[config.mk]
export PLATFORM = sky130hd
export DESIGN_NAME = smartnic_app
export DESIGN_NICKNAME = d
export VERILOG_FILES = /design/src/design/smartnic_pkg.sv /design/src/design/smartnic_app.sv /design/src/design/app_reg_blk.sv /design/src/design/egr_pkt_mux.sv /design/src/design/app_full_pipe.sv /design/src/design/igr_tdest_demux.sv
export SDC_FILE = /design/constraint.sdc
export NUM_CORES = 1
export LEC_CHECK = 0
export ABC_AREA = 0
export BUFFER_PORTS_ARGS = -buffer_cell sky130_fd_sc_hd__buf_4
export CAP_MARGIN = 10
export CORE_UTILIZATION = 45
export DETAILED_ROUTE_END_ITERATION = 8
export HOLD_SLACK_MARGIN = 0.03
export PLACE_DENSITY = 0.81
export SLEW_MARGIN = 10
export SYNTH_ARGS = -nofsm -noshare
export SYNTH_HDL_FRONTEND = slang
export SYNTH_SLANG_ARGS = --single-unit
[constraint.sdc]
create_clock -name core_clk -period 4.5 [get_ports core_clk]
set_input_delay 0.45 -clock core_clk [delete_from_list [all_inputs] [get_ports core_clk]]
set_output_delay 0.45 -clock core_clk [all_outputs]
set_load 0.01 [all_outputs]
[src/design/smartnic_pkg.sv]
package smartnic_pkg;

    // ----------------------------------------------------------------------
    // Field types
    // ----------------------------------------------------------------------
    typedef logic [1:0]  port_t;
    typedef logic [31:0] pkt_cnt_t;
    typedef logic [7:0]  wb_addr_t;
    typedef logic [31:0] wb_data_t;

    // ----------------------------------------------------------------------
    // Destination codes
    // ----------------------------------------------------------------------
    // Network ports, handled by the application path
    localparam port_t PORT_P0    = 2'd0;
    localparam port_t PORT_P1    = 2'd1;
    // Host queues, sent straight to c2h
    localparam port_t PORT_HOST0 = 2'd2;
    localparam port_t PORT_HOST1 = 2'd3;

    // ----------------------------------------------------------------------
    // Register map (byte offsets)
    // ----------------------------------------------------------------------
    localparam wb_addr_t REG_IGR_PKTS = 8'h00;
    localparam wb_addr_t REG_C2H_PKTS = 8'h04;
    localparam wb_addr_t REG_EGR_PKTS = 8'h08;
    localparam wb_addr_t REG_H2C_PKTS = 8'h0C;
    localparam wb_addr_t REG_CLEAR    = 8'h10;

endpackage
[src/design/smartnic_app.sv]
`timescale 1ns/1ps

module smartnic_app #(
    parameter int DATA_WIDTH = 64
) (
    input  logic                   core_clk,
    input  logic                   rst_n,
    // Ingress stream
    input  logic                   igr_valid,
    output logic                   igr_ready,
    input  logic [DATA_WIDTH-1:0]  igr_data,
    input  logic                   igr_last,
    input  smartnic_pkg::port_t    igr_dest,
    // Card-to-host stream
    output logic                   c2h_valid,
    input  logic                   c2h_ready,
    output logic [DATA_WIDTH-1:0]  c2h_data,
    output logic                   c2h_last,
    output smartnic_pkg::port_t    c2h_dest,
    // Host-to-card stream
    input  logic                   h2c_valid,
    output logic                   h2c_ready,
    input  logic [DATA_WIDTH-1:0]  h2c_data,
    input  logic                   h2c_last,
    input  smartnic_pkg::port_t    h2c_dest,
    // Egress stream
    output logic                   egr_valid,
    input  logic                   egr_ready,
    output logic [DATA_WIDTH-1:0]  egr_data,
    output logic                   egr_last,
    output smartnic_pkg::port_t    egr_dest,
    // Wishbone control
    input  logic                   wb_cyc,
    input  logic                   wb_stb,
    input  logic                   wb_we,
    input  smartnic_pkg::wb_addr_t wb_adr,
    input  smartnic_pkg::wb_data_t wb_wdata,
    output logic                   wb_ack,
    output smartnic_pkg::wb_data_t wb_rdata
);
    import smartnic_pkg::*;

    logic                  app_in_valid;
    logic                  app_in_ready;
    logic [DATA_WIDTH-1:0] app_in_data;
    logic                  app_in_last;
    port_t                 app_in_dest;

    logic                  app_out_valid;
    logic                  app_out_ready;
    logic [DATA_WIDTH-1:0] app_out_data;
    logic                  app_out_last;
    port_t                 app_out_dest;

    // ----------------------------------------------------------------------
    // Datapath
    // ----------------------------------------------------------------------
    igr_tdest_demux #(.DATA_WIDTH(DATA_WIDTH)) igr_tdest_demux_inst (
        .core_clk     ( core_clk ),
        .rst_n        ( rst_n ),
        .igr_valid    ( igr_valid ),
        .igr_ready    ( igr_ready ),
        .igr_data     ( igr_data ),
        .igr_last     ( igr_last ),
        .igr_dest     ( igr_dest ),
        .c2h_valid    ( c2h_valid ),
        .c2h_ready    ( c2h_ready ),
        .c2h_data     ( c2h_data ),
        .c2h_last     ( c2h_last ),
        .c2h_dest     ( c2h_dest ),
        .app_in_valid ( app_in_valid ),
        .app_in_ready ( app_in_ready ),
        .app_in_data  ( app_in_data ),
        .app_in_last  ( app_in_last ),
        .app_in_dest  ( app_in_dest )
    );

    app_full_pipe #(.DATA_WIDTH(DATA_WIDTH)) app_full_pipe_inst (
        .core_clk      ( core_clk ),
        .rst_n         ( rst_n ),
        .app_in_valid  ( app_in_valid ),
        .app_in_ready  ( app_in_ready ),
        .app_in_data   ( app_in_data ),
        .app_in_last   ( app_in_last ),
        .app_in_dest   ( app_in_dest ),
        .app_out_valid ( app_out_valid ),
        .app_out_ready ( app_out_ready ),
        .app_out_data  ( app_out_data ),
        .app_out_last  ( app_out_last ),
        .app_out_dest  ( app_out_dest )
    );

    egr_pkt_mux #(.DATA_WIDTH(DATA_WIDTH)) egr_pkt_mux_inst (
        .core_clk      ( core_clk ),
        .rst_n         ( rst_n ),
        .app_out_valid ( app_out_valid ),
        .app_out_ready ( app_out_ready ),
        .app_out_data  ( app_out_data ),
        .app_out_last  ( app_out_last ),
        .app_out_dest  ( app_out_dest ),
        .h2c_valid     ( h2c_valid ),
        .h2c_ready     ( h2c_ready ),
        .h2c_data      ( h2c_data ),
        .h2c_last      ( h2c_last ),
        .h2c_dest      ( h2c_dest ),
        .egr_valid     ( egr_valid ),
        .egr_ready     ( egr_ready ),
        .egr_data      ( egr_data ),
        .egr_last      ( egr_last ),
        .egr_dest      ( egr_dest )
    );

    // ----------------------------------------------------------------------
    // Registers
    // ----------------------------------------------------------------------
    app_reg_blk app_reg_blk_inst (
        .core_clk  ( core_clk ),
        .rst_n     ( rst_n ),
        .wb_cyc    ( wb_cyc ),
        .wb_stb    ( wb_stb ),
        .wb_we     ( wb_we ),
        .wb_adr    ( wb_adr ),
        .wb_wdata  ( wb_wdata ),
        .wb_ack    ( wb_ack ),
        .wb_rdata  ( wb_rdata ),
        .igr_valid ( igr_valid ),
        .igr_ready ( igr_ready ),
        .igr_last  ( igr_last ),
        .c2h_valid ( c2h_valid ),
        .c2h_ready ( c2h_ready ),
        .c2h_last  ( c2h_last ),
        .egr_valid ( egr_valid ),
        .egr_ready ( egr_ready ),
        .egr_last  ( egr_last ),
        .h2c_valid ( h2c_valid ),
        .h2c_ready ( h2c_ready ),
        .h2c_last  ( h2c_last )
    );

endmodule

[src/design/app_reg_blk.sv]
`timescale 1ns/1ps

module app_reg_blk (
    input  logic                   core_clk,
    input  logic                   rst_n,
    input  logic                   wb_cyc,
    input  logic                   wb_stb,
    input  logic                   wb_we,
    input  smartnic_pkg::wb_addr_t wb_adr,
    input  smartnic_pkg::wb_data_t wb_wdata,
    output logic                   wb_ack,
    output smartnic_pkg::wb_data_t wb_rdata,
    input  logic                   igr_valid,
    input  logic                   igr_ready,
    input  logic                   igr_last,
    input  logic                   c2h_valid,
    input  logic                   c2h_ready,
    input  logic                   c2h_last,
    input  logic                   egr_valid,
    input  logic                   egr_ready,
    input  logic                   egr_last,
    input  logic                   h2c_valid,
    input  logic                   h2c_ready,
    input  logic                   h2c_last
);
    import smartnic_pkg::*;

    localparam int NUM_CNT = 4;

    pkt_cnt_t           cnt [NUM_CNT];
    logic [NUM_CNT-1:0] pkt_end;
    logic               req;
    logic               clear;

    // New request, not yet acknowledged
    assign req   = wb_cyc && wb_stb && !wb_ack;
    assign clear = req && wb_we && (wb_adr == REG_CLEAR);

    // Last-beat transfer at each interface
    assign pkt_end[0] = igr_valid && igr_ready && igr_last;
    assign pkt_end[1] = c2h_valid && c2h_ready && c2h_last;
    assign pkt_end[2] = egr_valid && egr_ready && egr_last;
    assign pkt_end[3] = h2c_valid && h2c_ready && h2c_last;

    // ----------------------------------------------------------------------
    // Packet counters, clear takes priority
    // ----------------------------------------------------------------------
    always_ff @(posedge core_clk) begin
        for (int i = 0; i < NUM_CNT; i++) begin
            if (!rst_n || clear) begin
                cnt[i] <= '0;
            end else if (pkt_end[i]) begin
                cnt[i] <= cnt[i] + 1'b1;
            end
        end
    end

    // ----------------------------------------------------------------------
    // Wishbone access
    // ----------------------------------------------------------------------
    always_ff @(posedge core_clk) begin
        if (!rst_n) begin
            wb_ack <= 1'b0;
        end else begin
            wb_ack <= req;
        end
    end

    // Read data lines up with the ack
    always_ff @(posedge core_clk) begin
        if (req) begin
            case (wb_adr)
                REG_IGR_PKTS: wb_rdata <= cnt[0];
                REG_C2H_PKTS: wb_rdata <= cnt[1];
                REG_EGR_PKTS: wb_rdata <= cnt[2];
                REG_H2C_PKTS: wb_rdata <= cnt[3];
                default:      wb_rdata <= '0;
            endcase
        end
    end

endmodule

[src/design/egr_pkt_mux.sv]
`timescale 1ns/1ps

module egr_pkt_mux #(
    parameter int DATA_WIDTH = 64
) (
    input  logic                  core_clk,
    input  logic                  rst_n,
    input  logic                  app_out_valid,
    output logic                  app_out_ready,
    input  logic [DATA_WIDTH-1:0] app_out_data,
    input  logic                  app_out_last,
    input  smartnic_pkg::port_t   app_out_dest,
    input  logic                  h2c_valid,
    output logic                  h2c_ready,
    input  logic [DATA_WIDTH-1:0] h2c_data,
    input  logic                  h2c_last,
    input  smartnic_pkg::port_t   h2c_dest,
    output logic                  egr_valid,
    input  logic                  egr_ready,
    output logic [DATA_WIDTH-1:0] egr_data,
    output logic                  egr_last,
    output smartnic_pkg::port_t   egr_dest
);
    import smartnic_pkg::*;

    typedef enum logic [1:0] {
        IDLE,
        APP,
        H2C
    } egr_mux_state_t;

    egr_mux_state_t state;
    logic           last_h2c;
    logic           pick_h2c;
    logic           pkt_done;

    // Round robin, the source not served last wins a tie
    assign pick_h2c = h2c_valid && (!app_out_valid || !last_h2c);
    assign pkt_done = egr_valid && egr_ready && egr_last;

    // ----------------------------------------------------------------------
    // Grant FSM
    // ----------------------------------------------------------------------
    always_ff @(posedge core_clk) begin
        if (!rst_n) begin
            state    <= IDLE;
            last_h2c <= 1'b1;
        end else begin
            case (state)
                IDLE: begin
                    if (app_out_valid || h2c_valid) begin
                        state    <= pick_h2c ? H2C : APP;
                        last_h2c <= pick_h2c;
                    end
                end
                APP, H2C: begin
                    if (pkt_done) begin
                        state <= IDLE;
                    end
                end
                default: state <= IDLE;
            endcase
        end
    end

    // ----------------------------------------------------------------------
    // Output steering
    // ----------------------------------------------------------------------
    always_comb begin
        egr_valid     = 1'b0;
        egr_data      = app_out_data;
        egr_last      = app_out_last;
        egr_dest      = app_out_dest;
        app_out_ready = 1'b0;
        h2c_ready     = 1'b0;
        case (state)
            APP: begin
                egr_valid     = app_out_valid;
                app_out_ready = egr_ready;
            end
            H2C: begin
                egr_valid = h2c_valid;
                egr_data  = h2c_data;
                egr_last  = h2c_last;
                egr_dest  = h2c_dest;
                h2c_ready = egr_ready;
            end
            default: egr_valid = 1'b0;
        endcase
    end

endmodule

[src/design/app_full_pipe.sv]
`timescale 1ns/1ps

module app_full_pipe #(
    parameter int DATA_WIDTH = 64
) (
    input  logic                  core_clk,
    input  logic                  rst_n,
    input  logic                  app_in_valid,
    output logic                  app_in_ready,
    input  logic [DATA_WIDTH-1:0] app_in_data,
    input  logic                  app_in_last,
    input  smartnic_pkg::port_t   app_in_dest,
    output logic                  app_out_valid,
    input  logic                  app_out_ready,
    output logic [DATA_WIDTH-1:0] app_out_data,
    output logic                  app_out_last,
    output smartnic_pkg::port_t   app_out_dest
);
    import smartnic_pkg::*;

    // Main register drives the output
    logic                  main_valid;
    logic [DATA_WIDTH-1:0] main_data;
    logic                  main_last;
    port_t                 main_dest;

    // Skid register catches the beat accepted while the output stalls
    logic                  skid_valid;
    logic [DATA_WIDTH-1:0] skid_data;
    logic                  skid_last;
    port_t                 skid_dest;

    logic main_load;

    assign main_load    = app_out_ready || !main_valid;
    assign app_in_ready = !skid_valid;

    assign app_out_valid = main_valid;
    assign app_out_data  = main_data;
    assign app_out_last  = main_last;
    assign app_out_dest  = main_dest;

    always_ff @(posedge core_clk) begin
        if (!rst_n) begin
            main_valid <= 1'b0;
            skid_valid <= 1'b0;
        end else if (main_load) begin
            main_valid <= skid_valid || app_in_valid;
            skid_valid <= 1'b0;
        end else if (app_in_valid && app_in_ready) begin
            skid_valid <= 1'b1;
        end
    end

    // Payload
    always_ff @(posedge core_clk) begin
        if (main_load) begin
            main_data <= skid_valid ? skid_data : app_in_data;
            main_last <= skid_valid ? skid_last : app_in_last;
            main_dest <= skid_valid ? skid_dest : app_in_dest;
        end
        if (!skid_valid) begin
            skid_data <= app_in_data;
            skid_last <= app_in_last;
            skid_dest <= app_in_dest;
        end
    end

endmodule

[src/design/igr_tdest_demux.sv]
`timescale 1ns/1ps

module igr_tdest_demux #(
    parameter int DATA_WIDTH = 64
) (
    input  logic                  core_clk,
    input  logic                  rst_n,
    input  logic                  igr_valid,
    output logic                  igr_ready,
    input  logic [DATA_WIDTH-1:0] igr_data,
    input  logic                  igr_last,
    input  smartnic_pkg::port_t   igr_dest,
    output logic                  c2h_valid,
    input  logic                  c2h_ready,
    output logic [DATA_WIDTH-1:0] c2h_data,
    output logic                  c2h_last,
    output smartnic_pkg::port_t   c2h_dest,
    output logic                  app_in_valid,
    input  logic                  app_in_ready,
    output logic [DATA_WIDTH-1:0] app_in_data,
    output logic                  app_in_last,
    output smartnic_pkg::port_t   app_in_dest
);
    import smartnic_pkg::*;

    logic mid_pkt;
    logic sel_held;
    logic sel_first;
    logic sel_c2h;

    // Host codes go to c2h
    always_comb begin
        case (igr_dest)
            PORT_HOST0, PORT_HOST1: sel_first = 1'b1;
            default:                sel_first = 1'b0;
        endcase
    end

    // First beat decides, later beats follow it
    assign sel_c2h = mid_pkt ? sel_held : sel_first;

    assign c2h_valid    = igr_valid && sel_c2h;
    assign c2h_data     = igr_data;
    assign c2h_last     = igr_last;
    assign c2h_dest     = igr_dest;
    assign app_in_valid = igr_valid && !sel_c2h;
    assign app_in_data  = igr_data;
    assign app_in_last  = igr_last;
    assign app_in_dest  = igr_dest;
    assign igr_ready    = sel_c2h ? c2h_ready : app_in_ready;

    always_ff @(posedge core_clk) begin
        if (!rst_n) begin
            mid_pkt  <= 1'b0;
            sel_held <= 1'b0;
        end else if (igr_valid && igr_ready) begin
            mid_pkt  <= !igr_last;
            sel_held <= sel_c2h;
        end
    end

endmodule

==> impl_results.md <==
- Number of max-cap violations: 0
- Number of levels in the clock H-tree: 2
- DRC viols: 0
- Worst vdd ir: 0.3294 mV
- Dominant synthesized flop cell: sky130_fd_sc_hd__edfxtp_1
- Count of input and output buffers: 321
- Clock sinks: between 300 and 400
- Cts hold-fix bufs: 0
- EDFF count, synth: 227
- Syn_area_per_cell: approximately 12 um2
- Launching element type of the critical path: flop
- Die X: 185.7 um
- Most common library cells after synthesis: 227 x sky130_fd_sc_hd__edfxtp_1, 134 x sky130_fd_sc_hd__mux2_2, 75 x sky130_fd_sc_hd__dfxtp_1
- Cell area reported after detailed placement: between 15000 and 20000 um2
- Buffers inserted by post-CTS timing repair: 0
- Final ANT Viol Nets: 0
- Mapped Nets: roughly 1500
- Number of placement rows: 66
- Die Area: 34470 um2
- Via count normalized by instance count: 5.787
- Clock slew at the register clock pins of the worst setup and hold paths: 0.06 ns
- Fraction of synthesis flops using an asynchronous set or reset pin: 0
- Worst Setup SP: egr_pkt_mux_inst.state[0]
- Least-Margin Pin Slew: around 1.1 ns
- Root cell of the clock tree: sky130_fd_sc_hd__clkbuf_16
- Filler instances: 2723
- Min-delay worst type: primary input to flop
- Worst max-slew margin expressed relative to the limit: 0.2566
- Routability cong.: 0.8844
- Initial antenna violation count: 7
- R2r startpoint: app_reg_blk_inst.wb_ack
- Buffers from clock root to sink, at most: 3
- Nature of the critical path endpoint: primary output
- Post-route clock period utilization: 0.6555
- Unrepaired setup endpoints after global routing: no
- Synthesized area: 15180 um2
- Cell area after layout: 18560 um2
- Total Wirelength: approximately 41000 um
- Grt ovf: 0
- Initial standard-cell utilization of the core: 0.4618
- Total power: between 7 and 8 mW
- Final core utilization: 0.5646
- Pwr dens: slightly below 400 nW/um2
- Number of vias in the routed layout: around 11000
- Setup clock skew after layout: 0.009426 ns
- Clock tree from TritonCTS: yes
- Most common cell in the netlist: sky130_fd_sc_hd__edfxtp_1
- Signed area change from the synthesized netlist to the final layout: 22.26%
- Path depth of the worst reg2reg path: 7
- Worst-case hold slack: 0.1859 ns
- Ratio of cells with drive above 1 in the final layout: 0.3492
- Area share of the largest cell type after synthesis: 0.4491
- Overall fraction of global-route tracks in use: 0.2306
- Register area share after synthesis: 0.5481
- Die Height: 185.7 um
- Post-cts resize count: 0
- Post-layout min period: roughly 2.9 ns
- Netlist cell types: between 50 and 60
- Global-route wire length before repair: between 60000 and 70000 um
- Yosys reg bits: 302
- Cell type with the largest total area after synthesis: sky130_fd_sc_hd__edfxtp_1
- Total clock buffers created by CTS: 35
- Outcome: finished, final reports clean
- CP Max Fanout: 66
- Max Transition Viols Final: 0
- Ys Warns: 0
- Reg-to-reg endpoint: app_reg_blk_inst.cnt[1][3]
- Setup violation total in the final timing report: 0
- Core box area: about 33000 um2
- Worst Path Class, Setup: flop to primary output
- DR iter-0 viols: 915
- Register-to-register setup slack: 1.85 ns
- Clock insertion delay at the later pin of the skew report: 0.52 ns
- Last element of the critical path: egr_data[33]
- Leakage component of the power: 6.773 nW
- Number of global-route vias before repair: 11007
- Routed WL per cell: 20.72 um
- Pin count of the biggest net entering global routing: 72
- Data required time at the worst endpoint: 4.05 ns
- Cell depth of the worst min-delay path: 2
- Ports: about 350
- Post-DP HPWL: roughly 29000 um
- Number of standard cells after synthesis: 1277
- Main area contributors after synthesis: sky130_fd_sc_hd__edfxtp_1 45%, sky130_fd_sc_hd__mux2_2 9.9%, sky130_fd_sc_hd__dfxtp_1 9.9%, sky130_fd_sc_hd__mux2i_1 3.4%, sky130_fd_sc_hd__buf_4 3.4%
- Detailed-router iteration count before antenna repair: 5
- Setup TNS after final layout: 0 ns
- Count of nets after finishing: between 1500 and 2000
- Arrival time at the worst endpoint: ~2.5 ns
- Maximum achievable frequency: around 340 MHz
- Hold Violations, Final: 0
==> power by group <==
group          internal (mW)  total, mW  switching [mW]
registers               3.20       3.34           0.141
clock network           1.65       2.77            1.12
logic                  0.577       1.12           0.541
total                   5.43       7.23            1.80
==> metal layers <==
layer,global-route usage,up-vias,wire length [um]
met2,0.4009,546,20750
li1,-,5283,-
met5,0,-,0
met1,0.2626,5541,15080
met4,0.1026,0,1571
met3,0.06574,83,3588
==> cell usage in the layout, fill, tap and decap left out, drive strengths merged, types with 3 or more instances in the layout <==
| cell | netlist | final |
|---|---|---|
| buf | 89 | 333 |
| edfxtp | 227 | 227 |
| mux2 | 134 | 134 |
| dfxtp | 75 | 75 |
| o21ai | 68 | 68 |
| a21oi | 63 | 63 |
| nor2 | 59 | 59 |
| mux2i | 51 | 51 |
| clkbuf | 52 | 51 |
| nand4 | 44 | 44 |
| inv | 38 | 38 |
| nand2 | 36 | 36 |
| nand3 | 35 | 35 |
| or3 | 33 | 33 |
| a22oi | 32 | 32 |
| or4 | 30 | 30 |
| xor2 | 25 | 25 |
| o31ai | 24 | 24 |
| and4 | 21 | 21 |
| o2111ai | 21 | 21 |
| xnor2 | 21 | 21 |
| nor3 | 18 | 18 |
| and3 | 14 | 14 |
| o211ai | 14 | 14 |
| and2 | 13 | 13 |
| nor4 | 10 | 10 |
| diode | 0 | 8 |
| ha | 8 | 8 |
| clkinv | 1 | 6 |
| o21a | 4 | 4 |
| o21ba | 3 | 3 |
==> area by class of cell <==
cell class / count / area (um2) / area share
inverters: 39 / 146.4 / 0.007889
clock inverters: 9 / 100.1 / 0.005394
repair buffers: 333 / 2500 / 0.1347
clock buffers: 51 / 998.5 / 0.05381
flip-flops and latches: 302 / 8322 / 0.4485
multi-input cells: 795 / 5916 / 0.3188
diodes: 8 / 20.02 / 0.001079
well taps: 442 / 553.0 / 0.02980
==> registers in the layout, indices dropped and copies added (netlist names) <==
register and flops:
app_reg_blk_inst.wb_ack 1, app_full_pipe_inst.app_out_last 1, app_full_pipe_inst.app_out_valid 1, app_full_pipe_inst.skid_valid 1
egr_pkt_mux_inst.last_h2c 1, app_full_pipe_inst.skid_last 1, egr_pkt_mux_inst.state 2, app_reg_blk_inst.wb_rdata 32
igr_tdest_demux_inst.sel_held 1, app_reg_blk_inst.cnt 128, app_full_pipe_inst.app_out_data 64, app_full_pipe_inst.skid_dest 2
app_full_pipe_inst.app_out_dest 2, igr_tdest_demux_inst.mid_pkt 1, app_full_pipe_inst.skid_data 64
==> logic make-up (layout without fill, tap and decap cells) <==
group | count (synthesis) | after routing | synth area share
other | 0 | 8 | 0
flip-flops | 302 | 302 | 0.5481
buffers and inverters | 180 | 432 | 0.06513
AO/OA/AOI/OAI | 234 | 234 | 0.09926
adder cells (fa/ha/maj) | 8 | 8 | 0.006595
AND/OR/NAND/NOR | 322 | 322 | 0.1214
multiplexers | 185 | 185 | 0.1331
XOR/XNOR | 46 | 46 | 0.02655
==> critical path, stage by stage (launching register included) <==
cell,delay [ns]
sky130_fd_sc_hd__dfxtp_1,0.31
sky130_fd_sc_hd__inv_1,0.16
sky130_fd_sc_hd__ha_4,0.16
sky130_fd_sc_hd__buf_4,0.69
sky130_fd_sc_hd__mux2_2,0.44
sky130_fd_sc_hd__buf_4,0.15
==> worst min path at each step <==
stage	start	end	slack, ns
floorplan	app_full_pipe_inst.skid_data[0]	app_full_pipe_inst.skid_data[0]	0.45
global placement	app_full_pipe_inst.skid_data[54]	app_full_pipe_inst.skid_data[54]	0.45
detailed placement	app_full_pipe_inst.skid_data[33]	app_full_pipe_inst.skid_data[33]	0.46
CTS	igr_data[43]	app_full_pipe_inst.skid_data[43]	0.17
global route	igr_data[38]	app_full_pipe_inst.skid_data[38]	0.17
finish	igr_data[43]	app_full_pipe_inst.skid_data[43]	0.19
==> stage by stage <==
| step | setup WS (ns) | instances |
|---|---|---|
| after global routing | 1.455 | 1979 |
| after floorplan | 0.9464 | 1277 |
| final | 1.550 | 1979 |
| after CTS | 1.527 | 1971 |
| after global placement | 1.247 | 1911 |
| after detailed placement | 1.197 | 1911 |
Note: power is estimated with default switching activity, not from simulation.
